===== src/logic/uart_pkg.sv =====
// Shared UART types and register map; queue depth is fixed at 8 by the 3-bit watermark fields
package uart_pkg;

  typedef logic [7:0]  byte_t;
  typedef logic [31:0] word_t;
  typedef logic [4:0]  reg_addr_t;
  typedef logic [15:0] divisor_t;
  typedef logic [3:0]  level_t;

  // Queue depth, tied to level_t and the watermark field width
  localparam level_t FIFO_DEPTH = 4'd8;

  // Register byte offsets, bits 4..2 select the register
  localparam reg_addr_t TXDATA_ADDR = 5'h00;
  localparam reg_addr_t RXDATA_ADDR = 5'h04;
  localparam reg_addr_t TXCTRL_ADDR = 5'h08;
  localparam reg_addr_t RXCTRL_ADDR = 5'h0C;
  localparam reg_addr_t IE_ADDR     = 5'h10;
  localparam reg_addr_t IP_ADDR     = 5'h14;
  localparam reg_addr_t DIV_ADDR    = 5'h18;

  // Field positions inside the data word
  localparam int CTRL_EN_BIT    = 0;
  localparam int CTRL_NSTOP_BIT = 1;
  localparam int CTRL_CNT_LSB   = 16;
  localparam int FLAG_BIT       = 31;
  localparam int TXWM_BIT       = 0;
  localparam int RXWM_BIT       = 1;

  typedef enum logic [1:0] {BUS_IDLE, BUS_READ, BUS_WRITE, BUS_SETTLE} bus_state_t;
  typedef enum logic [1:0] {TX_IDLE, TX_START, TX_DATA, TX_STOP} tx_state_t;
  typedef enum logic [1:0] {RX_IDLE, RX_START, RX_DATA, RX_STOP} rx_state_t;

endpackage


===== src/logic/uart_fifo_if.sv =====
// Byte queue handshake; push when full and pop when empty are ignored, flags lag by one cycle
interface uart_fifo_if;

  logic               push;
  uart_pkg::byte_t    push_data;
  logic               pop;
  uart_pkg::byte_t    pop_data;
  logic               empty;
  logic               full;
  uart_pkg::level_t   level;

  // Producer side
  modport writer (output push, push_data, input empty, full, level);

  // Consumer side, pop_data is the head entry
  modport reader (output pop, input pop_data, empty, full, level);

  // Storage side
  modport fifo (input push, push_data, pop, output pop_data, empty, full, level);

endinterface


===== src/logic/uart.sv =====
// UART top level; reset divisor is CLOCK_FREQ_HZ / BAUD_RATE - 1, no parity or flow control
module uart #(
  parameter int unsigned CLOCK_FREQ_HZ = 10000000,
  parameter int unsigned BAUD_RATE     = 115200
) (
  input  logic                 clock,
  input  logic                 reset,
  input  logic                 rd_en,
  input  logic                 wr_en,
  input  uart_pkg::reg_addr_t  addr,
  input  uart_pkg::word_t      wr_data,
  output uart_pkg::word_t      rd_data,
  output logic                 busy,
  output logic                 txd,
  input  logic                 rxd,
  output logic                 irq
);

  uart_fifo_if tx_q ();
  uart_fifo_if rx_q ();

  logic               tx_en;
  logic               nstop;
  logic               rx_en;
  uart_pkg::divisor_t divisor;

  uart_fifo tx_fifo (.clock(clock), .reset(reset), .q(tx_q));
  uart_fifo rx_fifo (.clock(clock), .reset(reset), .q(rx_q));

  uart_tx tx (
    .clock(clock), .reset(reset),
    .tx_en(tx_en), .nstop(nstop), .divisor(divisor),
    .q(tx_q), .txd(txd)
  );

  uart_rx rx (
    .clock(clock), .reset(reset),
    .rx_en(rx_en), .divisor(divisor),
    .rxd(rxd), .q(rx_q)
  );

  uart_regs #(
    .CLOCK_FREQ_HZ(CLOCK_FREQ_HZ),
    .BAUD_RATE(BAUD_RATE)
  ) regs (
    .clock(clock), .reset(reset),
    .rd_en(rd_en), .wr_en(wr_en), .addr(addr), .wr_data(wr_data),
    .rd_data(rd_data), .busy(busy), .irq(irq),
    .tx_en(tx_en), .nstop(nstop), .rx_en(rx_en), .divisor(divisor),
    .tx_q(tx_q), .rx_q(rx_q)
  );

endmodule


===== src/logic/uart_fifo.sv =====
// Eight-entry byte queue; head data is undefined while empty, storage has no reset
module uart_fifo (
  input  logic       clock,
  input  logic       reset,
  uart_fifo_if.fifo  q
);

  uart_pkg::byte_t  mem [8];
  logic [2:0]       wr_ptr;
  logic [2:0]       rd_ptr;
  uart_pkg::level_t count;
  logic             do_push;
  logic             do_pop;

  assign do_push = q.push && !q.full;
  assign do_pop  = q.pop && !q.empty;

  assign q.pop_data = mem[rd_ptr];
  assign q.level    = count;
  assign q.empty    = (count == 4'd0);
  assign q.full     = (count == uart_pkg::FIFO_DEPTH);

  always_ff @(posedge clock or posedge reset) begin
    if (reset) begin
      wr_ptr <= '0;
      rd_ptr <= '0;
      count  <= '0;
    end else begin
      if (do_push) begin
        wr_ptr <= wr_ptr + 3'd1;
      end
      if (do_pop) begin
        rd_ptr <= rd_ptr + 3'd1;
      end
      // Simultaneous push and pop leave the count alone
      case ({do_push, do_pop})
        2'b10:   count <= count + 4'd1;
        2'b01:   count <= count - 4'd1;
        default: count <= count;
      endcase
    end
  end

  always_ff @(posedge clock) begin
    if (do_push) begin
      mem[wr_ptr] <= q.push_data;
    end
  end

  level_in_range: assert property (
    @(posedge clock) disable iff (reset) count <= uart_pkg::FIFO_DEPTH
  );

  // Every entry that can be popped was written first
  head_known: assert property (
    @(posedge clock) disable iff (reset) !q.empty |-> !$isunknown(q.pop_data)
  );

endmodule


===== src/logic/uart_regs.sv =====
// Register block on a three-cycle request/busy bus; requests while busy are ignored
module uart_regs #(
  parameter int unsigned CLOCK_FREQ_HZ = 10000000,
  parameter int unsigned BAUD_RATE     = 115200
) (
  input  logic                 clock,
  input  logic                 reset,
  input  logic                 rd_en,
  input  logic                 wr_en,
  input  uart_pkg::reg_addr_t  addr,
  input  uart_pkg::word_t      wr_data,
  output uart_pkg::word_t      rd_data,
  output logic                 busy,
  output logic                 irq,
  output logic                 tx_en,
  output logic                 nstop,
  output logic                 rx_en,
  output uart_pkg::divisor_t   divisor,
  uart_fifo_if.writer          tx_q,
  uart_fifo_if.reader          rx_q
);

  localparam uart_pkg::divisor_t DIV_RESET =
    uart_pkg::divisor_t'(CLOCK_FREQ_HZ / BAUD_RATE - 1);

  uart_pkg::bus_state_t state;
  uart_pkg::reg_addr_t  req_addr;
  uart_pkg::word_t      req_data;
  uart_pkg::word_t      read_word;
  uart_pkg::level_t     txcnt;
  uart_pkg::level_t     rxcnt;
  logic [1:0]           ie;
  logic [1:0]           ip;
  logic                 do_write;
  logic                 do_read;

  assign busy     = (state != uart_pkg::BUS_IDLE);
  assign do_write = (state == uart_pkg::BUS_WRITE);
  assign do_read  = (state == uart_pkg::BUS_READ);

  always_ff @(posedge clock or posedge reset) begin
    if (reset) begin
      state <= uart_pkg::BUS_IDLE;
    end else begin
      case (state)
        uart_pkg::BUS_IDLE: begin
          if (rd_en) begin
            state <= uart_pkg::BUS_READ;
          end else if (wr_en) begin
            state <= uart_pkg::BUS_WRITE;
          end
        end
        uart_pkg::BUS_READ, uart_pkg::BUS_WRITE: state <= uart_pkg::BUS_SETTLE;
        default: state <= uart_pkg::BUS_IDLE;
      endcase
    end
  end

  // Request captured at acceptance; rd_data held until the next read
  always_ff @(posedge clock) begin
    if (state == uart_pkg::BUS_IDLE) begin
      req_addr <= addr;
      req_data <= wr_data;
    end
    if (do_read) begin
      rd_data <= read_word;
    end
  end

  always_ff @(posedge clock or posedge reset) begin
    if (reset) begin
      tx_en   <= 1'b0;
      nstop   <= 1'b0;
      rx_en   <= 1'b0;
      txcnt   <= '0;
      rxcnt   <= '0;
      ie      <= '0;
      divisor <= DIV_RESET;
    end else if (do_write) begin
      case (req_addr[4:2])
        uart_pkg::TXCTRL_ADDR[4:2]: begin
          tx_en <= req_data[uart_pkg::CTRL_EN_BIT];
          nstop <= req_data[uart_pkg::CTRL_NSTOP_BIT];
          txcnt <= {1'b0, req_data[uart_pkg::CTRL_CNT_LSB +: 3]};
        end
        uart_pkg::RXCTRL_ADDR[4:2]: begin
          rx_en <= req_data[uart_pkg::CTRL_EN_BIT];
          rxcnt <= {1'b0, req_data[uart_pkg::CTRL_CNT_LSB +: 3]};
        end
        uart_pkg::IE_ADDR[4:2]: begin
          ie <= {req_data[uart_pkg::RXWM_BIT], req_data[uart_pkg::TXWM_BIT]};
        end
        uart_pkg::DIV_ADDR[4:2]: begin
          divisor <= req_data[15:0];
        end
        default: ;
      endcase
    end
  end

  // Queue side effects of an access
  assign tx_q.push      = do_write && (req_addr[4:2] == uart_pkg::TXDATA_ADDR[4:2]);
  assign tx_q.push_data = req_data[7:0];
  assign rx_q.pop       = do_read && (req_addr[4:2] == uart_pkg::RXDATA_ADDR[4:2]) &&
                          !rx_q.empty;

  // Raw watermark conditions
  assign ip[uart_pkg::TXWM_BIT] = (tx_q.level < txcnt);
  assign ip[uart_pkg::RXWM_BIT] = (rx_q.level > rxcnt);

  always_comb begin
    read_word = '0;
    case (req_addr[4:2])
      uart_pkg::TXDATA_ADDR[4:2]: read_word[uart_pkg::FLAG_BIT] = tx_q.full;
      uart_pkg::RXDATA_ADDR[4:2]: begin
        read_word[uart_pkg::FLAG_BIT] = rx_q.empty;
        // Head is stale while empty
        read_word[7:0] = rx_q.empty ? 8'h00 : rx_q.pop_data;
      end
      uart_pkg::TXCTRL_ADDR[4:2]: begin
        read_word[uart_pkg::CTRL_EN_BIT]       = tx_en;
        read_word[uart_pkg::CTRL_NSTOP_BIT]    = nstop;
        read_word[uart_pkg::CTRL_CNT_LSB +: 3] = txcnt[2:0];
      end
      uart_pkg::RXCTRL_ADDR[4:2]: begin
        read_word[uart_pkg::CTRL_EN_BIT]       = rx_en;
        read_word[uart_pkg::CTRL_CNT_LSB +: 3] = rxcnt[2:0];
      end
      uart_pkg::IE_ADDR[4:2]:  read_word[1:0] = ie;
      uart_pkg::IP_ADDR[4:2]:  read_word[1:0] = ip;
      uart_pkg::DIV_ADDR[4:2]: read_word[15:0] = divisor;
      default: read_word = '0;
    endcase
  end

  always_ff @(posedge clock or posedge reset) begin
    if (reset) begin
      irq <= 1'b0;
    end else begin
      irq <= |(ip & ie);
    end
  end

  // A txdata push only in the cycle after an accepted write request
  push_after_write_request: assert property (
    @(posedge clock) disable iff (reset)
      tx_q.push |-> $past(wr_en && !rd_en && !busy)
  );

  // An rxdata pop only in the cycle after an accepted read request
  pop_after_read_request: assert property (
    @(posedge clock) disable iff (reset)
      rx_q.pop |-> $past(rd_en && !busy)
  );

endmodule


===== src/logic/uart_rx.sv =====
// Serial receiver, 8 data bits, no parity; frames with a low stop bit are dropped
module uart_rx (
  input  logic                clock,
  input  logic                reset,
  input  logic                rx_en,
  input  uart_pkg::divisor_t  divisor,
  input  logic                rxd,
  uart_fifo_if.writer         q
);

  uart_pkg::rx_state_t state;
  uart_pkg::divisor_t  cnt;
  logic [2:0]          bit_idx;
  uart_pkg::byte_t     shift;
  logic                rxd_meta;
  logic                rxd_sync;
  logic                rxd_prev;
  logic                fall;
  logic                bit_done;
  logic                half_done;

  // Two-flop synchronizer plus one more stage for edge detection
  always_ff @(posedge clock or posedge reset) begin
    if (reset) begin
      rxd_meta <= 1'b1;
      rxd_sync <= 1'b1;
      rxd_prev <= 1'b1;
    end else begin
      rxd_meta <= rxd;
      rxd_sync <= rxd_meta;
      rxd_prev <= rxd_sync;
    end
  end

  assign fall      = rxd_prev && !rxd_sync;
  assign bit_done  = (cnt == divisor);
  assign half_done = (cnt == (divisor >> 1));

  // Push at the first stop sample only if the line is high there
  assign q.push      = (state == uart_pkg::RX_STOP) && bit_done && rxd_sync && !q.full;
  assign q.push_data = shift;

  always_ff @(posedge clock or posedge reset) begin
    if (reset) begin
      state   <= uart_pkg::RX_IDLE;
      cnt     <= '0;
      bit_idx <= '0;
    end else begin
      case (state)
        uart_pkg::RX_IDLE: begin
          cnt <= '0;
          if (rx_en && fall) begin
            state <= uart_pkg::RX_START;
          end
        end
        uart_pkg::RX_START: begin
          if (half_done) begin
            cnt     <= '0;
            bit_idx <= '0;
            // A start bit gone high again was a glitch
            state   <= rxd_sync ? uart_pkg::RX_IDLE : uart_pkg::RX_DATA;
          end else begin
            cnt <= cnt + 16'd1;
          end
        end
        uart_pkg::RX_DATA: begin
          if (bit_done) begin
            cnt <= '0;
            if (bit_idx == 3'd7) begin
              state <= uart_pkg::RX_STOP;
            end else begin
              bit_idx <= bit_idx + 3'd1;
            end
          end else begin
            cnt <= cnt + 16'd1;
          end
        end
        default: begin
          if (bit_done) begin
            cnt   <= '0;
            state <= uart_pkg::RX_IDLE;
          end else begin
            cnt <= cnt + 16'd1;
          end
        end
      endcase
    end
  end

  // Assembled LSB first
  always_ff @(posedge clock) begin
    if (state == uart_pkg::RX_DATA && bit_done) begin
      shift <= {rxd_sync, shift[7:1]};
    end
  end

endmodule


===== src/logic/uart_tx.sv =====
// Serial transmitter, 8N1 or 8N2, no parity; bit period is divisor plus one clocks
module uart_tx (
  input  logic                clock,
  input  logic                reset,
  input  logic                tx_en,
  input  logic                nstop,
  input  uart_pkg::divisor_t  divisor,
  uart_fifo_if.reader         q,
  output logic                txd
);

  uart_pkg::tx_state_t state;
  uart_pkg::divisor_t  cnt;
  logic [2:0]          bit_idx;
  logic                second_stop;
  uart_pkg::byte_t     shift;
  logic                bit_done;
  logic                last_stop;
  logic                load;

  assign bit_done  = (cnt == divisor);
  assign last_stop = !nstop || second_stop;

  // Fetch a byte when idle, or back to back at the end of the last stop bit
  assign load = tx_en && !q.empty &&
                (state == uart_pkg::TX_IDLE ||
                 (state == uart_pkg::TX_STOP && bit_done && last_stop));

  assign q.pop = load;

  always_ff @(posedge clock or posedge reset) begin
    if (reset) begin
      state       <= uart_pkg::TX_IDLE;
      cnt         <= '0;
      bit_idx     <= '0;
      second_stop <= 1'b0;
      txd         <= 1'b1;
    end else if (load) begin
      state       <= uart_pkg::TX_START;
      cnt         <= '0;
      second_stop <= 1'b0;
      txd         <= 1'b0;
    end else begin
      if (state != uart_pkg::TX_IDLE) begin
        cnt <= bit_done ? '0 : cnt + 16'd1;
      end
      case (state)
        uart_pkg::TX_START: begin
          if (bit_done) begin
            state   <= uart_pkg::TX_DATA;
            bit_idx <= '0;
            txd     <= shift[0];
          end
        end
        uart_pkg::TX_DATA: begin
          if (bit_done) begin
            if (bit_idx == 3'd7) begin
              state <= uart_pkg::TX_STOP;
              txd   <= 1'b1;
            end else begin
              bit_idx <= bit_idx + 3'd1;
              txd     <= shift[1];
            end
          end
        end
        uart_pkg::TX_STOP: begin
          if (bit_done) begin
            if (last_stop) begin
              state <= uart_pkg::TX_IDLE;
            end else begin
              second_stop <= 1'b1;
            end
          end
        end
        default: begin
          txd <= 1'b1;
        end
      endcase
    end
  end

  // LSB goes out first
  always_ff @(posedge clock) begin
    if (load) begin
      shift <= q.pop_data;
    end else if (state == uart_pkg::TX_DATA && bit_done) begin
      shift <= shift >> 1;
    end
  end

  line_idles_high: assert property (
    @(posedge clock) disable iff (reset) state == uart_pkg::TX_IDLE |-> txd
  );

endmodule


===== config.mk =====
export PLATFORM = sky130hd
export DESIGN_NAME = uart
export DESIGN_NICKNAME = d
export VERILOG_FILES = /design/src/logic/uart_pkg.sv /design/src/logic/uart_fifo_if.sv /design/src/logic/uart.sv /design/src/logic/uart_fifo.sv /design/src/logic/uart_regs.sv /design/src/logic/uart_rx.sv /design/src/logic/uart_tx.sv
export SDC_FILE = /design/constraint.sdc
export NUM_CORES = 1
export LEC_CHECK = 0
export BUFFER_PORTS_ARGS = -buffer_cell sky130_fd_sc_hd__buf_2
export CORE_ASPECT_RATIO = 1.25
export CORE_MARGIN = 4
export CORE_UTILIZATION = 56
export CTS_CLUSTER_DIAMETER = 40
export DETAILED_ROUTE_END_ITERATION = 6
export GPL_TIMING_DRIVEN = 0
export PLACE_DENSITY_LB_ADDON = 0.1
export SLEW_MARGIN = 10
export SYNTH_ARGS = -nofsm -noshare
export SYNTH_HDL_FRONTEND = slang
export SYNTH_SLANG_ARGS = --single-unit
export TNS_END_PERCENT = 30

===== constraint.sdc =====
create_clock -name clock -period 4.95 [get_ports clock]
set_clock_uncertainty 0.15 [all_clocks]
set_input_delay 1.2375 -clock clock [delete_from_list [all_inputs] [get_ports clock]]
set_output_delay 1.2375 -clock clock [all_outputs]
set_load 0.1 [all_outputs]

==> qor.txt <==
CTS tree - built
Max Cap Viol - 0
DRT antenna net count - 0
Layout area overhead - 14.5%
Number of diodes - 0
CP max stage cell - dfrtp_1
Leading area contributor after synthesis - edfxtp_1
Critical Path End Type - flip-flop
Die area - 0.0247 mm2
Cell Chain, Critical Path - xor2_1 > nor4_1 > nand4_1 > nor2_1 > o21ai_1 > inv_2 > buf_2 > ha_1 > xor2_1 > ha_1 > a21oi_1 > xor2_1 > nor2_1 > xor2_1
Max Clk Rate - 273 MHz
Clk slew on worst S/H paths - 0.06 ns
CTS H-tree lvls - 2
Initial drt markers - 406
Nets - 1032
Die X - 141 um
Critical Path RT - 5.16 ns
Top FF cell, synth - edfxtp_1
Period utilisation layout - 74.1%
Minimum clock period - 3.67 ns
Worst R2R Setup Slack - 1.28 ns
CTS Hold Bufs - 0
Placer Congestion - 0.847
Share of post-route cells with drive strength above 1 - 22.8%
Top post-synthesis cells by area - edfxtp_1 45%, dfrtp_1 18%, mux4_2 5.8%
Status - completed
Cell with the most instances after synthesis - edfxtp_1
Largest net degree at the start of global routing - 57
Leakage - 5.67 nW
Power per Cell Area - 561 mW/mm2
Int Pwr - 5.19 mW
DRC viols - 0
Sw Ratio - 35.2%
Mapped Cells - 860
Vias in the first global route - 7595
Final WL - 25200 um
Post-CTS setup buffer count - 0
Global Route Usage Sum - 21.0%
Combinational power share - 27.5%
Per-cell routed wire length - 20.0 um
Slew Limit Fails - 0
CP Max Fanout - 11
Fillcell total - 1551
Average cell area after synthesis - 14.5 um2
Total power draw - 8.01 mW
Post-synth EDFFs - 186
Num CTS Buffers - 34
Initial cell density of the core - 57.5%
Register area share after synthesis - 64.4%
Multi-input gate area - 0.00415 mm2
Vias/cell - 5.58
Max transition margin - 20.9%
Maximum vdd drop - 0.000385 V
Clk Latency, worst-skew pair - 0.50 ns
Die height - 175 um
Share of power burned in registers - 42.7%
Area occupied by registers - 0.00802 mm2
Element type at the critical path start - flip-flop
Worst Tran Pin Value - 1.19 ns
# rows - 60
Path category of the worst min-delay check - reg2reg
Total grt overflow - 0
IO Count - 77
CP dominant cell by count - xor2_1
Post-synthesis async set-or-reset flop share - 34.3%
Worst hold margin - 0.205 ns
Max incr delay on CP - 0.51 ns
Crit path kind - reg2reg
Final setup fails - 0
Sw power - 2.82 mW
Via count - 7048
Unrepaired setup endpoints after global routing - no
Yosys warnings - 0
Clock power frac - 29.8%
Fin. Hold Viols - 0
CTS root buffer - clkbuf_16
Port buffer count - 49
Netlist cell types - 60
Mapped Area - 0.0125 mm2
Placeable Area - 0.0217 mm2
Worst path arrival time - 3.88 ns
CTS sink count - 283
Initial antenna violation count - 0
Post-synth top cells - 186 x edfxtp_1, 89 x dfrtp_1, 74 x xor2_1
#FFs+latches synth - 283
Yosys top cell area share - 44.8%
First drt pass iteration count - 5
DP HPWL - 18000 um
Clk buf depth - 3
Global-route wire length before repair - 40300 um
Post-CTS resize count - 0
metrics by stage:
stage                     instances  area (um2)  TNS, ns  util [%]  setup WS [ns]
final                          1262       14300        0      65.8           1.28
after global routing           1262       14300        0      65.8          0.998
after CTS                      1262       14300        0      65.7          0.946
after detailed placement       1201       13200        0      60.7           1.37
after global placement         1199       13100   -20.44      60.4         -0.244
after floorplan                 871       12500        0         -           1.04
per-layer routing:
metal  vias up  GRT usage, %  routed length, um
li1       3307             -                  -
met1      3541          25.3               9800
met2       145          37.1              13400
met3        55          3.94               1080
met4         0          8.24                919
met5         -             0                  0
logic make-up after synthesis:
family,count (synthesis),share of synthesized area [%]
AO/OA/AOI/OAI,66,3.40
XOR/XNOR,90,6.32
adder cells (fa/ha/maj),32,3.27
buffers and inverters,77,3.08
flip-flops,283,64.4
multiplexers,89,10.7
other,1,0.0301
AND/OR/NAND/NOR,222,8.87
critical path: cells and delay by family, from the launching register on:
family	cells	cell delay (ns)
DFF	1	0.51
and+or+nand+nor	4	0.94
xor gates and xnor gates	4	0.62
adders and majority gates	2	0.53
AOI/OAI and AO/OA	2	0.25
buffers and inverters	2	0.51
power by group through the flow:
stage / Combinational [mW] / Clock (mW) / Sequential (mW)
final: 2.20 / 2.39 / 3.42
after detailed placement: 2.21 / 0 / 3.47
after global routing: 2.39 / 2.54 / 3.47
after CTS: 2.22 / 2.43 / 3.43
after floorplan: 1.32 / 0 / 3.75
after global placement: 2.14 / 0 / 3.44
worst paths after layout:
path / from / end / cells after the start
max: regs.divisor[5] / tx_fifo.q.level[2] / 14
min: rx.rxd_meta / rx.rxd_sync / 0
max reg2reg: regs.divisor[5] / tx_fifo.q.level[2] / 14
min reg2reg: rx.rxd_meta / rx.rxd_sync / 0
max in group asynchronous: reset / regs.divisor[2] / 3
min in group asynchronous: reset / regs.divisor[15] / 2
state kept, by name (all words and copies together), names as in the netlist, 3 cells and up:
signal	count
regs.rxcnt	3
rx.q.push_data	8
rx_fifo.wr_ptr	3
tx.shift	8
regs.req_addr	3
rx_fifo.mem	64
rx_fifo.q.level	4
tx.bit_idx	3
tx_fifo.wr_ptr	3
regs.rd_data	20
regs.divisor	16
rx.cnt	16
tx_fifo.mem	64
tx_fifo.rd_ptr	3
regs.txcnt	3
tx_fifo.q.level	4
rx_fifo.rd_ptr	3
rx.bit_idx	3
regs.req_data	19
tx.cnt	16
layout by cell type (no fill, tap or decap), drive strengths merged, types with 3 or more instances in the layout:
master	instances
edfxtp	186
dfrtp	89
buf	83
xor2	74
nor2	71
clkbuf	60
nand2	47
inv	34
mux4	32
mux2	31
ha	31
o21ai	27
mux2i	26
nand3	19
xnor2	16
nor4	15
nor3	14
and3	13
a21oi	12
conb	12
nand4	11
nand2b	9
dfstp	8
nor2b	7
nor3b	7
clkinv	6
a21o	5
o22ai	4
clkinvlp	4
and2	3
cell type report:
| class | count | area share, % |
|---|---|---|
| buffer | 48 | 1.93 |
| clock buffer | 44 | 6.44 |
| clock inverter | 17 | 1.23 |
| inverter | 29 | 0.780 |
| multi-input combinational | 511 | 29.0 |
| sequential | 283 | 56.2 |
| tap | 279 | 2.44 |
| timing repair buffer | 51 | 1.96 |
Note: power is estimated with default switching activity, not from simulation.
